--- src/na_pkg.sv ---
/*
 * Network adapter package
 * Widths, bus address map, packet field positions and tile identity
 */
package na_pkg;

  ////////////////////////////////////////
  // Widths
  ////////////////////////////////////////

  localparam int FLIT_WIDTH = 32;
  localparam int DATA_WIDTH = 32;
  localparam int ADDR_WIDTH = 32;

  // Region field sits in address bits 23:20
  localparam int REGION_LSB   = 20;
  localparam int REGION_WIDTH = 4;

  // Flit buffers on the network side
  localparam int BUF_DEPTH = 4;

  // Capacity of each message store, also the largest packet
  localparam int MSG_SIZE = 16;

  ////////////////////////////////////////
  // Packet header fields
  ////////////////////////////////////////

  localparam int              CLASS_LSB   = 24;
  localparam int              CLASS_WIDTH = 3;
  localparam logic [2:0]      CLASS_MSG   = 3'd1;

  // Tile identity
  localparam logic [DATA_WIDTH-1:0] TILE_ID    = 32'd5;
  localparam logic [DATA_WIDTH-1:0] CORE_BASE  = 32'd8;
  localparam logic [DATA_WIDTH-1:0] NA_VERSION = 32'd1;

  ////////////////////////////////////////
  // Encodings
  ////////////////////////////////////////

  typedef enum logic [REGION_WIDTH-1:0] {
    REGION_CONF = 4'h0,
    REGION_MSG  = 4'h1
  } region_e;

  // Word offsets inside the configuration region
  typedef enum logic [5:0] {
    CONF_TILE_ID   = 6'h00,
    CONF_CORE_BASE = 6'h04,
    CONF_VERSION   = 6'h08
  } conf_reg_e;

endpackage

--- src/noc_buffer.sv ---
/*
 * Flit FIFO with valid/ready handshake on both sides
 * Keeps packet order and the last marker under back-pressure
 */
module noc_buffer
  import na_pkg::*;
#(
  parameter int DEPTH = BUF_DEPTH
) (
  input  logic                  clk,
  input  logic                  rst_i,

  input  logic [FLIT_WIDTH-1:0] in_flit_i,
  input  logic                  in_last_i,
  input  logic                  in_valid_i,
  output logic                  in_ready_o,

  output logic [FLIT_WIDTH-1:0] out_flit_o,
  output logic                  out_last_o,
  output logic                  out_valid_o,
  input  logic                  out_ready_i
);

  localparam int PTR_W = (DEPTH > 1) ? $clog2(DEPTH) : 1;
  localparam int CNT_W = $clog2(DEPTH + 1);

  logic [FLIT_WIDTH-1:0] flit_mem [DEPTH];
  logic [DEPTH-1:0]      last_mem;
  logic [PTR_W-1:0]      wr_ptr;
  logic [PTR_W-1:0]      rd_ptr;
  logic [CNT_W-1:0]      fill;
  logic [CNT_W-1:0]      fill_next;
  logic                  ready_q;
  logic                  valid_q;
  logic                  push;
  logic                  pop;

  function automatic logic [PTR_W-1:0] ptr_inc(input logic [PTR_W-1:0] ptr);
    return (ptr == PTR_W'(DEPTH - 1)) ? '0 : ptr + 1'b1;
  endfunction

  assign push = in_valid_i & ready_q;
  assign pop  = valid_q & out_ready_i;

  always_comb begin
    fill_next = fill;
    if (push && !pop) begin
      fill_next = fill + 1'b1;
    end else if (pop && !push) begin
      fill_next = fill - 1'b1;
    end
  end

  // Ready and valid come straight from flops
  always_ff @(posedge clk) begin
    if (rst_i) begin
      wr_ptr  <= '0;
      rd_ptr  <= '0;
      fill    <= '0;
      ready_q <= 1'b0;
      valid_q <= 1'b0;
    end else begin
      if (push) begin
        wr_ptr <= ptr_inc(wr_ptr);
      end
      if (pop) begin
        rd_ptr <= ptr_inc(rd_ptr);
      end
      fill    <= fill_next;
      ready_q <= (fill_next != CNT_W'(DEPTH));
      valid_q <= (fill_next != '0);
    end
  end

  always_ff @(posedge clk) begin
    if (push) begin
      flit_mem[wr_ptr] <= in_flit_i;
      last_mem[wr_ptr] <= in_last_i;
    end
  end

  assign in_ready_o  = ready_q;
  assign out_valid_o = valid_q;
  assign out_flit_o  = flit_mem[rd_ptr];
  assign out_last_o  = last_mem[rd_ptr];

endmodule

--- src/na_wb_decode.sv ---
/*
 * Bus slave region decode
 * Steers the strobe to one region and returns its ack and read data,
 * unknown regions get an error
 */
module na_wb_decode
  import na_pkg::*;
(
  input  logic                  clk,
  input  logic                  rst_i,

  input  logic [ADDR_WIDTH-1:0] wbs_adr_i,
  input  logic                  wbs_cyc_i,
  input  logic                  wbs_stb_i,
  output logic [DATA_WIDTH-1:0] wbs_dat_o,
  output logic                  wbs_ack_o,
  output logic                  wbs_err_o,

  output logic                  conf_stb_o,
  output logic                  msg_stb_o,
  input  logic [DATA_WIDTH-1:0] conf_dat_i,
  input  logic                  conf_ack_i,
  input  logic [DATA_WIDTH-1:0] msg_dat_i,
  input  logic                  msg_ack_i
);

  logic [REGION_WIDTH-1:0] region;
  logic                    req;
  logic                    sel_conf;
  logic                    sel_msg;
  logic                    err_q;

  assign region   = wbs_adr_i[REGION_LSB +: REGION_WIDTH];
  assign req      = wbs_cyc_i & wbs_stb_i;
  assign sel_conf = (region == REGION_CONF);
  assign sel_msg  = (region == REGION_MSG);

  assign conf_stb_o = req & sel_conf;
  assign msg_stb_o  = req & sel_msg;

  // Error pulse one cycle after strobe, nobody else answers here
  always_ff @(posedge clk) begin
    if (rst_i) begin
      err_q <= 1'b0;
    end else begin
      err_q <= req & ~sel_conf & ~sel_msg & ~err_q;
    end
  end

  assign wbs_err_o = err_q;

  // Response path from the selected region
  always_comb begin
    wbs_dat_o = '0;
    wbs_ack_o = 1'b0;
    if (sel_conf) begin
      wbs_dat_o = conf_dat_i;
      wbs_ack_o = conf_ack_i;
    end else if (sel_msg) begin
      wbs_dat_o = msg_dat_i;
      wbs_ack_o = msg_ack_i;
    end
  end

endmodule

--- src/na_conf.sv ---
/*
 * Configuration register bank
 * Read-only tile identity words, writes are acknowledged and dropped
 */
module na_conf
  import na_pkg::*;
(
  input  logic                  clk,
  input  logic                  rst_i,

  input  logic [5:0]            adr_i,
  input  logic                  stb_i,
  output logic [DATA_WIDTH-1:0] dat_o,
  output logic                  ack_o
);

  logic                  ack_q;
  logic [DATA_WIDTH-1:0] dat_q;
  logic [DATA_WIDTH-1:0] rd_word;

  // Offset lookup
  always_comb begin
    case (adr_i)
      CONF_TILE_ID:   rd_word = TILE_ID;
      CONF_CORE_BASE: rd_word = CORE_BASE;
      CONF_VERSION:   rd_word = NA_VERSION;
      default:        rd_word = '0;
    endcase
  end

  // One-cycle ack, master drops strobe right after
  always_ff @(posedge clk) begin
    if (rst_i) begin
      ack_q <= 1'b0;
    end else begin
      ack_q <= stb_i & ~ack_q;
    end
  end

  always_ff @(posedge clk) begin
    if (stb_i && !ack_q) begin
      dat_q <= rd_word;
    end
  end

  assign ack_o = ack_q;
  assign dat_o = dat_q;

endmodule

--- src/mp_simple_rx.sv ---
/*
 * Message receive path
 * Stores complete message packets, drops other classes and raises an
 * interrupt while a packet waits; software reads the size, then the flits
 */
module mp_simple_rx
  import na_pkg::*;
(
  input  logic                  clk,
  input  logic                  rst_i,

  input  logic [FLIT_WIDTH-1:0] in_flit_i,
  input  logic                  in_last_i,
  input  logic                  in_valid_i,
  output logic                  in_ready_o,

  input  logic                  stb_i,
  input  logic                  we_i,
  output logic [DATA_WIDTH-1:0] dat_o,
  output logic                  ack_o,
  output logic                  irq_o
);

  localparam int SIZE_W = $clog2(MSG_SIZE + 1);
  localparam int QPTR_W = $clog2(MSG_SIZE);

  typedef enum logic {IDLE_SIZE, DATA} rx_state_e;

  rx_state_e             state;
  logic [SIZE_W-1:0]     size_q [MSG_SIZE];
  logic [QPTR_W-1:0]     sz_wr;
  logic [QPTR_W-1:0]     sz_rd;
  logic [SIZE_W-1:0]     pkt_cnt;
  logic [SIZE_W-1:0]     cur_len;
  logic                  at_head;
  logic                  drop_q;
  logic                  drop_now;
  logic                  accept;
  logic                  keep;
  logic                  store_ready;
  logic [FLIT_WIDTH-1:0] store_flit;
  logic                  store_last;
  logic                  store_valid;
  logic                  rd_req;
  logic                  size_rd;
  logic                  data_rd;
  logic                  pkt_push;
  logic                  pkt_pop;
  logic                  ack_q;
  logic [DATA_WIDTH-1:0] dat_q;

  ////////////////////////////////////////
  // Network side and class filter
  ////////////////////////////////////////

  assign accept   = in_valid_i & in_ready_o;
  assign drop_now = drop_q |
                    (at_head & (in_flit_i[CLASS_LSB +: CLASS_WIDTH] != CLASS_MSG));
  assign keep     = accept & ~drop_now;
  assign pkt_push = keep & in_last_i;

  // A packet being dropped never waits for store space
  assign in_ready_o = drop_q | store_ready;

  noc_buffer #(
    .DEPTH (MSG_SIZE)
  ) u_store (
    .clk         (clk),
    .rst_i       (rst_i),
    .in_flit_i   (in_flit_i),
    .in_last_i   (in_last_i),
    .in_valid_i  (in_valid_i & ~drop_now),
    .in_ready_o  (store_ready),
    .out_flit_o  (store_flit),
    .out_last_o  (store_last),
    .out_valid_o (store_valid),
    .out_ready_i (data_rd)
  );

  ////////////////////////////////////////
  // Bus read side
  ////////////////////////////////////////

  assign rd_req  = stb_i & ~we_i & ~ack_q;
  assign size_rd = rd_req & (state == IDLE_SIZE);
  assign data_rd = rd_req & (state == DATA) & store_valid;
  assign pkt_pop = data_rd & store_last;

  always_ff @(posedge clk) begin
    if (rst_i) begin
      state   <= IDLE_SIZE;
      at_head <= 1'b1;
      drop_q  <= 1'b0;
      cur_len <= '0;
      pkt_cnt <= '0;
      sz_wr   <= '0;
      sz_rd   <= '0;
      ack_q   <= 1'b0;
    end else begin
      if (accept) begin
        at_head <= in_last_i;
        drop_q  <= drop_now & ~in_last_i;
      end
      if (keep) begin
        cur_len <= in_last_i ? '0 : cur_len + 1'b1;
      end
      if (pkt_push) begin
        sz_wr <= sz_wr + 1'b1;
      end
      if (pkt_pop) begin
        sz_rd <= sz_rd + 1'b1;
      end
      if (pkt_push && !pkt_pop) begin
        pkt_cnt <= pkt_cnt + 1'b1;
      end else if (pkt_pop && !pkt_push) begin
        pkt_cnt <= pkt_cnt - 1'b1;
      end
      ack_q <= size_rd | data_rd;
      // Size read with nothing stored keeps the FSM idle
      if (size_rd && pkt_cnt != '0) begin
        state <= DATA;
      end else if (pkt_pop) begin
        state <= IDLE_SIZE;
      end
    end
  end

  always_ff @(posedge clk) begin
    if (pkt_push) begin
      size_q[sz_wr] <= cur_len + 1'b1;
    end
    if (size_rd) begin
      dat_q <= (pkt_cnt != '0) ? DATA_WIDTH'(size_q[sz_rd]) : '0;
    end else if (data_rd) begin
      dat_q <= store_flit;
    end
  end

  assign dat_o = dat_q;
  assign ack_o = ack_q;
  assign irq_o = (pkt_cnt != '0);

endmodule

--- src/mp_simple_tx.sv ---
/*
 * Message send path
 * Takes a size word and then that many flit words from the bus and
 * releases them to the network with last on the final flit
 */
module mp_simple_tx
  import na_pkg::*;
(
  input  logic                  clk,
  input  logic                  rst_i,

  input  logic                  stb_i,
  input  logic                  we_i,
  input  logic [DATA_WIDTH-1:0] dat_i,
  output logic                  ack_o,

  output logic [FLIT_WIDTH-1:0] out_flit_o,
  output logic                  out_last_o,
  output logic                  out_valid_o,
  input  logic                  out_ready_i
);

  localparam int SIZE_W = $clog2(MSG_SIZE + 1);

  typedef enum logic {WAIT_SIZE, FILL} tx_state_e;

  tx_state_e         state;
  logic [SIZE_W-1:0] remain;
  logic              ack_q;
  logic              wr_req;
  logic              size_ok;
  logic              flit_ok;
  logic              stage_ready;

  assign wr_req = stb_i & we_i & ~ack_q;

  // New size only once the previous packet has fully drained
  assign size_ok = wr_req & (state == WAIT_SIZE) & ~out_valid_o;
  assign flit_ok = wr_req & (state == FILL) & stage_ready;

  always_ff @(posedge clk) begin
    if (rst_i) begin
      state  <= WAIT_SIZE;
      remain <= '0;
      ack_q  <= 1'b0;
    end else begin
      ack_q <= size_ok | flit_ok;
      if (size_ok) begin
        remain <= dat_i[SIZE_W-1:0];
        if (dat_i[SIZE_W-1:0] != '0) begin
          state <= FILL;
        end
      end else if (flit_ok) begin
        remain <= remain - 1'b1;
        if (remain == SIZE_W'(1)) begin
          state <= WAIT_SIZE;
        end
      end
    end
  end

  assign ack_o = ack_q;

  ////////////////////////////////////////
  // Staging FIFO toward the out buffer
  ////////////////////////////////////////

  noc_buffer #(
    .DEPTH (MSG_SIZE)
  ) u_staging (
    .clk         (clk),
    .rst_i       (rst_i),
    .in_flit_i   (dat_i[FLIT_WIDTH-1:0]),
    .in_last_i   (remain == SIZE_W'(1)),
    .in_valid_i  (flit_ok),
    .in_ready_o  (stage_ready),
    .out_flit_o  (out_flit_o),
    .out_last_o  (out_last_o),
    .out_valid_o (out_valid_o),
    .out_ready_i (out_ready_i)
  );

endmodule

--- src/network_adapter.sv ---
/*
 * Network adapter for one compute tile
 * Bus slave with configuration and message regions, flit buffers on
 * the network side
 */
module network_adapter
  import na_pkg::*;
(
  input  logic                  clk,
  input  logic                  rst_i,

  input  logic [FLIT_WIDTH-1:0] noc_in_flit_i,
  input  logic                  noc_in_last_i,
  input  logic                  noc_in_valid_i,
  output logic                  noc_in_ready_o,

  output logic [FLIT_WIDTH-1:0] noc_out_flit_o,
  output logic                  noc_out_last_o,
  output logic                  noc_out_valid_o,
  input  logic                  noc_out_ready_i,

  input  logic [ADDR_WIDTH-1:0] wbs_adr_i,
  input  logic [DATA_WIDTH-1:0] wbs_dat_i,
  input  logic                  wbs_cyc_i,
  input  logic                  wbs_stb_i,
  input  logic                  wbs_we_i,
  output logic [DATA_WIDTH-1:0] wbs_dat_o,
  output logic                  wbs_ack_o,
  output logic                  wbs_err_o,

  output logic                  irq_o
);

  logic [FLIT_WIDTH-1:0] rx_flit;
  logic                  rx_last;
  logic                  rx_valid;
  logic                  rx_ready;
  logic [FLIT_WIDTH-1:0] tx_flit;
  logic                  tx_last;
  logic                  tx_valid;
  logic                  tx_ready;

  logic                  conf_stb;
  logic [DATA_WIDTH-1:0] conf_dat;
  logic                  conf_ack;
  logic                  msg_stb;
  logic [DATA_WIDTH-1:0] rx_dat;
  logic                  rx_ack;
  logic                  tx_ack;

  ////////////////////////////////////////
  // Bus side
  ////////////////////////////////////////

  // rx answers reads and tx answers writes, never both
  na_wb_decode u_decode (
    .clk        (clk),
    .rst_i      (rst_i),
    .wbs_adr_i  (wbs_adr_i),
    .wbs_cyc_i  (wbs_cyc_i),
    .wbs_stb_i  (wbs_stb_i),
    .wbs_dat_o  (wbs_dat_o),
    .wbs_ack_o  (wbs_ack_o),
    .wbs_err_o  (wbs_err_o),
    .conf_stb_o (conf_stb),
    .msg_stb_o  (msg_stb),
    .conf_dat_i (conf_dat),
    .conf_ack_i (conf_ack),
    .msg_dat_i  (rx_dat),
    .msg_ack_i  (rx_ack | tx_ack)
  );

  na_conf u_conf (
    .clk   (clk),
    .rst_i (rst_i),
    .adr_i (wbs_adr_i[5:0]),
    .stb_i (conf_stb),
    .dat_o (conf_dat),
    .ack_o (conf_ack)
  );

  mp_simple_rx u_rx (
    .clk        (clk),
    .rst_i      (rst_i),
    .in_flit_i  (rx_flit),
    .in_last_i  (rx_last),
    .in_valid_i (rx_valid),
    .in_ready_o (rx_ready),
    .stb_i      (msg_stb),
    .we_i       (wbs_we_i),
    .dat_o      (rx_dat),
    .ack_o      (rx_ack),
    .irq_o      (irq_o)
  );

  mp_simple_tx u_tx (
    .clk         (clk),
    .rst_i       (rst_i),
    .stb_i       (msg_stb),
    .we_i        (wbs_we_i),
    .dat_i       (wbs_dat_i),
    .ack_o       (tx_ack),
    .out_flit_o  (tx_flit),
    .out_last_o  (tx_last),
    .out_valid_o (tx_valid),
    .out_ready_i (tx_ready)
  );

  ////////////////////////////////////////
  // Network side
  ////////////////////////////////////////

  noc_buffer u_inbuffer (
    .clk         (clk),
    .rst_i       (rst_i),
    .in_flit_i   (noc_in_flit_i),
    .in_last_i   (noc_in_last_i),
    .in_valid_i  (noc_in_valid_i),
    .in_ready_o  (noc_in_ready_o),
    .out_flit_o  (rx_flit),
    .out_last_o  (rx_last),
    .out_valid_o (rx_valid),
    .out_ready_i (rx_ready)
  );

  noc_buffer u_outbuffer (
    .clk         (clk),
    .rst_i       (rst_i),
    .in_flit_i   (tx_flit),
    .in_last_i   (tx_last),
    .in_valid_i  (tx_valid),
    .in_ready_o  (tx_ready),
    .out_flit_o  (noc_out_flit_o),
    .out_last_o  (noc_out_last_o),
    .out_valid_o (noc_out_valid_o),
    .out_ready_i (noc_out_ready_i)
  );

endmodule

--- config.mk ---
export PLATFORM = sky130hd
export DESIGN_NAME = network_adapter
export DESIGN_NICKNAME = d
export VERILOG_FILES = /design/src/na_pkg.sv /design/src/noc_buffer.sv /design/src/na_wb_decode.sv /design/src/na_conf.sv /design/src/mp_simple_rx.sv /design/src/mp_simple_tx.sv /design/src/network_adapter.sv
export SDC_FILE = /design/constraint.sdc
export NUM_CORES = 1
export LEC_CHECK = 0
export ABC_CLOCK_PERIOD_IN_PS = 5700
export BUFFER_PORTS_ARGS = -buffer_cell sky130_fd_sc_hd__buf_2
export CAP_MARGIN = 20
export CORE_MARGIN = 5
export CORE_UTILIZATION = 64
export CTS_BUF_LIST = sky130_fd_sc_hd__clkbuf_2 sky130_fd_sc_hd__clkbuf_4 sky130_fd_sc_hd__clkbuf_8
export CTS_CLUSTER_DIAMETER = 100
export DETAILED_ROUTE_END_ITERATION = 8
export PLACE_DENSITY = 0.86
export SLEW_MARGIN = 5
export SYNTH_ARGS = -nofsm -noshare
export SYNTH_HDL_FRONTEND = slang
export SYNTH_SLANG_ARGS = --single-unit
--- constraint.sdc ---
create_clock -name clk -period 5.7 [get_ports clk]
set_input_delay 0.57 -clock clk [delete_from_list [all_inputs] [get_ports clk]]
set_output_delay 0.57 -clock clk [all_outputs]
set_load 0.01 [all_outputs]
# Yosys cells after proc, flatten, opt, wreduce, memory -nomap -nowiden
# Memories as Yosys holds them, arrays and structs flattened. A register that Yosys moved wholly into a read port is not among the register bits.
# Index checks and enable logic that the tools add are counted.
# word_totals
ff_bits	183
in_bits	104
elab_cells	259
ramBits	1360
memories	5
out_inout_bits	70
# mem_list
name	words	width	read_ports	rd_ports_with_merged_regs	write_ports	line_no	rtl
u_rx.u_store.flit_mem	16	32	1	1	1	noc_buffer.sv:27	logic [FLIT_WIDTH-1:0] flit_mem [DEPTH];
u_tx.u_staging.flit_mem	16	32	1	1	1	noc_buffer.sv:27	
u_inbuffer.flit_mem	4	32	1	1	1	noc_buffer.sv:27	
u_outbuffer.flit_mem	4	32	1	1	1	noc_buffer.sv:27	
u_rx.size_q	16	5	1	1	1	mp_simple_rx.sv:30	logic [SIZE_W-1:0] size_q [MSG_SIZE];
# classes
eq_ne	18
add_sub_neg	22
n_bitwise	48
order_cmp	12
n_reduce_logical	40
mux	75
# ops
cell	n
32-bit two-way mux	4
5-bit two-way mux	10
4-bit two-way mux	10
16-bit bitwise mux	2
1-bit bitwise AND	31
1-bit two-way mux	26
4-bit by 1-bit adder with 4-bit output, second input constant	6
5-bit by 1-bit adder with 5-bit output, second input constant	4
4-bit by 5-bit < comparator with 1-bit output, second input constant	4
5-bit nonzero test	4
5-bit by 1-bit subtractor with 5-bit output, second input constant	4
4-bit == test, second input constant	4
1-bit logical AND	16
2-bit two-way mux	8
2-bit by 3-bit < comparator with 1-bit output, second input constant	4
3-bit two-way mux	4
1-bit NOT	12
4-bit one-hot mux with 3 select lines	1
1-bit logical NOT	10
5-bit inequality test, second input constant	2
2-bit nonzero test	5
2-bit by 1-bit adder with 2-bit output, second input constant	4
1-bit binary-select mux with 4-bit select	2
4-bit bitwise mux	2
other kinds (20)	36

# Longest topological paths before layout
# logic_depth
depth_word	12
ltp_mapped	14

# By module
# Synthesis repeated with hierarchy kept, for this count alone.
# unflattened
hier_cells	2712
hier_area_um2	59320.6
# modules_own_cells
mod	cells_each	area_each_um2	instances	seq_area_each_um2
noc_buffer (u_rx.u_store)	857	20863.8	1	16235.6
noc_buffer (u_tx.u_staging)	857	20862.5	1	16235.6
noc_buffer (u_inbuffer ...)	238	5327.6	2	4184.0
mp_simple_rx	355	5581.6	1	3883.7
na_wb_decode	81	581.8	1	20.0
mp_simple_tx	45	392.9	1	140.1
na_conf	40	376.6	1	110.1
network_adapter	1	6.3	1	0.0

# Worst setup path after synthesis
# Ideal clock, no wire load.
# synth_timing
kind	register to register
startpoint	reg (tool-made name)
endpoint	mem u_rx.u_store.flit_mem[3][0], enable pin
setup_slack_ns	0.856
stages_incl_launch_ff	9
setup_ns	0.464
arrival_time_ns	4.379
cell_sequence	dfxtp_1 > buf_6 > mux4_2 > or3b_1 > buf_6 > a21oi_1 > buf_2 > nand2_1 > nor3_1
# synth_lines
element	line_no
to (decl)	noc_buffer.sv:27

==> results.tsv <==
stage	metric	value	unit
logic_synthesis	multiplexer share of the synthesized area	16.3	%
worst_setup_path	Crit path top cell by count	buf_4	
route	DR DRC count	1	
clock_tree	CTS tree	done	
sta	Fin Hold WS	64.7	ps
die	die extent in x	312	µm
logic_synthesis	Syn Inst Count	2642	
global_routing	vias in the first global route	31500	
clock_tree	# clock sinks	1530	
worst_setup_path	Crit path largest cell delay	960	ps
layout	share of layout cells above drive strength 1	32.6	%
logic_synthesis	Unique masters post-synth	55	
worst_setup_path	crit path buf inv count	2	
pwr	Final Power	0.0252	W
layout	number of fill cells in the layout	4391	
route	drt pass-1 iters	9	
sta	slew margin rel.	23.6	%
sta	Tmin final	4670	ps
worst_setup_path	Worst EP arrival	5230	ps
layout	Final Util	72.9	%
logic_synthesis	ys flop type	edfxtp_1	
sta	setup TNS	0	ps
global_routing	M2 GR Usage	50.1	%
global_routing	met1 usage	37.4	%
sta	Final period util	81.9	%
route	Avg WL per Cell	32.6	µm
logic_synthesis	Post-synth EDFFs	1435	
global_routing	grt total ovfl	0	
global_routing	M3 GR Usage	7.20	%
worst_setup_path	Critical-path top delay cell	nor2_4	
logic_synthesis	area share of the largest cell type after synthesis	73.9	%
worst_setup_path	Critical Path RT	6260	ps
logic_synthesis	Netlist Area Pre-Place	0.0583	mm²
placed_design	PortBufs	151	
sta	FMAX	0.214	GHz
logic_synthesis	leading area contributor after synthesis	edfxtp_1	
global_routing	first-pass GRT wire length	208000	µm
logic_synthesis	post-synthesis simple-gate area fraction	2.82	%
worst_setup_path	delay-heaviest family, CP	simple AND/OR/NAND/NOR gates	
clock_tree	Clock Tree Root	clkbuf_8	
pwr	Pleak	20.9	nW
sta	Final Skew	59.5	ps
logic_synthesis	Avg Inst Size Synth	22.1	µm²
global_routing	Top Usage Layer GRT	met2	
clock_tree	CTS Buf Count	219	
worst_setup_path	crit path kind	reg -> reg	
logic_synthesis	#FFs+latches synth	1530	
layout	P&R area growth vs syn	13.0	%
clock_tree	Reg clk slew, reported paths	70	ps
die	Rows	110	
placed_design	RePlAce Congestion	0.799	
die	chip height	312	µm
worst_hold_path	Worst Hold Class	in -> reg	
status	status	finished, violations left	
logic_synthesis	Synth Area in Adders	0.893	%
worst_setup_path	Worst setup SP type	flip-flop	
die	Core Footprint	0.0903	mm²
placed_design	hpwl dp	78300	µm
global_routing	GR Util All Layers	29.5	%
job	Max-Cap Viols	0	
logic_synthesis	yosys warns	0	
sta	RSZ-0062 raised after global routing	false	
logic_synthesis	count leader, synth	edfxtp_1	
sta	final slew viol count	0	
status	violated checks	DRC	
pwr	Max VDD drop	0.300	mV
logic_synthesis	async set-reset flop share out of synthesis	0	%
worst_setup_path	crit-path cells	mux4_2, or3b_1, a21oi_1, buf_4, nand2_1, nor2_4, buf_4	
worst_setup_path	crit end category	flip-flop	
die	IO Count	174	
die	initial core utilization	64.6	%
route	via count	30000	
logic_synthesis	XOR/XNOR Fraction of Synth Area	0.496	%
layout	Final nets	3145	
pwr	Pwr Density	383	mW/mm²
clock_tree	H-tree Lvls	4	
logic_synthesis	Post-synth top cells	edfxtp_1, mux4_2, nor2_1	
logic_synthesis	post-synthesis compound-gate area fraction	1.29	%
clock_tree	deepest clock path buffer count	3	
sta	Final Hold Fails	0	
route	Vias per Instance	6.87	
worst_setup_path	CP max FO	22	
route	First DRT Iteration DRCs	4654	
logic_synthesis	sequential share of the synthesized area	77.2	%
die	die area	0.0972	mm²
sta	Worst-Margin Slew	1150	ps
route	Post-Route WL	142000	µm
route	Final ANT Viol Nets	0	
sta	# setup viols final	0	
logic_synthesis	main combinational cell family by area after synthesis	multiplexers	
clock_tree	Worst-Skew Late Latency	910	ps
global_routing	largest net degree at the start of global routing	77	
logic_synthesis	ranking of synthesized cells by area	edfxtp_1, mux4_2, dfxtp_1	
logic_synthesis	Syn Nets	2787	
global_routing	initial antenna violation count	10	
## flip-flops by register name, summed over array words and instances, names as in the netlist, 16 cells and up, named ones only
signal                   count
u_inbuffer.flit_mem        128
u_rx.u_store.flit_mem      512
u_outbuffer.flit_mem       128
u_tx.u_staging.last_mem     16
u_rx.u_store.last_mem       16
u_tx.u_staging.flit_mem    512
u_rx.size_q                 80
u_rx.dat_o                  32
## per-stage QoR
| stage | cells | worst slack [ps] | area, µm² |
|---|---|---|---|
| floorplan | 2642 | 856 | 58300 |
| global route | 4368 | 914 | 65900 |
| finish | 4371 | 1030 | 65900 |
| detailed placement | 3900 | 1220 | 60800 |
| CTS | 4363 | 1120 | 65800 |
| global placement | 3900 | 1410 | 60800 |
## layer usage
layer  vias to the layer above  share of wire, %
li1                      11800                 -
met1                     15400                33
met2                      2374                52
met3                       454                11
met4                         6               4.4
met5                         -             0.020
## final timing paths
kind                 startpoint                        endpoint  slack, ps  cells after the start
min reg2reg  u_decode.wbs_err_o              u_decode.wbs_err_o        440                      1
max reg2reg           flip-flop    u_rx.u_store.flit_mem[4][22]       1030                      7
max                   flip-flop    u_rx.u_store.flit_mem[4][22]       1030                      7
min               wbs_dat_i[17]  u_tx.u_staging.flit_mem[5][17]         60                      1
## cell usage in the layout (no fill, tap or decap), drive strengths merged, types with 49 or more instances in the layout
cell type | Yosys | routed
edfxtp | 1435 | 1435
mux4 | 417 | 417
clkbuf | 89 | 311
buf | 42 | 215
nor2 | 104 | 104
dfxtp | 95 | 95
clkinv | 0 | 79
nand2 | 61 | 61
dlygate4sd3 | 0 | 53
a21oi | 49 | 49
## what timing repair did
action                                 4_1_cts  5_1_grt
hold buffers                                53        0
gates resized for setup                      0        0
endpoints found under the hold margin      247        0
buffers inserted                             0        0
## power breakdown
part           total [W]  internal (W)  switching (W)
registers         0.0135        0.0131       0.000349
logic            0.00296       0.00125        0.00172
clock network    0.00881       0.00459        0.00422
## worst reg2reg max path: cells and delay by family (launching register included)
| family | cells | cell delay [ps] |
|---|---|---|
| flip-flops | 1 | 830 |
| multiplexers | 1 | 800 |
| AND/OR/NAND/NOR | 3 | 1860 |
| AO/OA/AOI/OAI | 1 | 210 |
| buffers and inverters | 2 | 610 |
## kinds of logic after synthesis
family                   count (synthesis)
multiplexers                           426
AND/OR/NAND/NOR                        331
buffers and inverters                  161
AO/OA/AOI/OAI                          120
flip-flops                            1530
XOR/XNOR                                33
adder cells (fa/ha/maj)                 41
## final cells by class
| class | instances | area, µm² | share of cell area (%) |
|---|---|---|---|
| Sequential cell | 1530 | 45000 | 68.4 |
| Inverter | 30 | 113 | 0.171 |
| Antenna cell | 6 | 15.0 | 0.0228 |
| Multi-Input combinational cell | 951 | 12900 | 19.6 |
| Tap cell | 1176 | 1470 | 2.23 |
| Clock buffer | 311 | 3820 | 5.80 |
| Timing Repair Buffer | 268 | 1820 | 2.77 |
| Clock inverter | 99 | 668 | 1.01 |
Power figures use the tool's default switching activity.
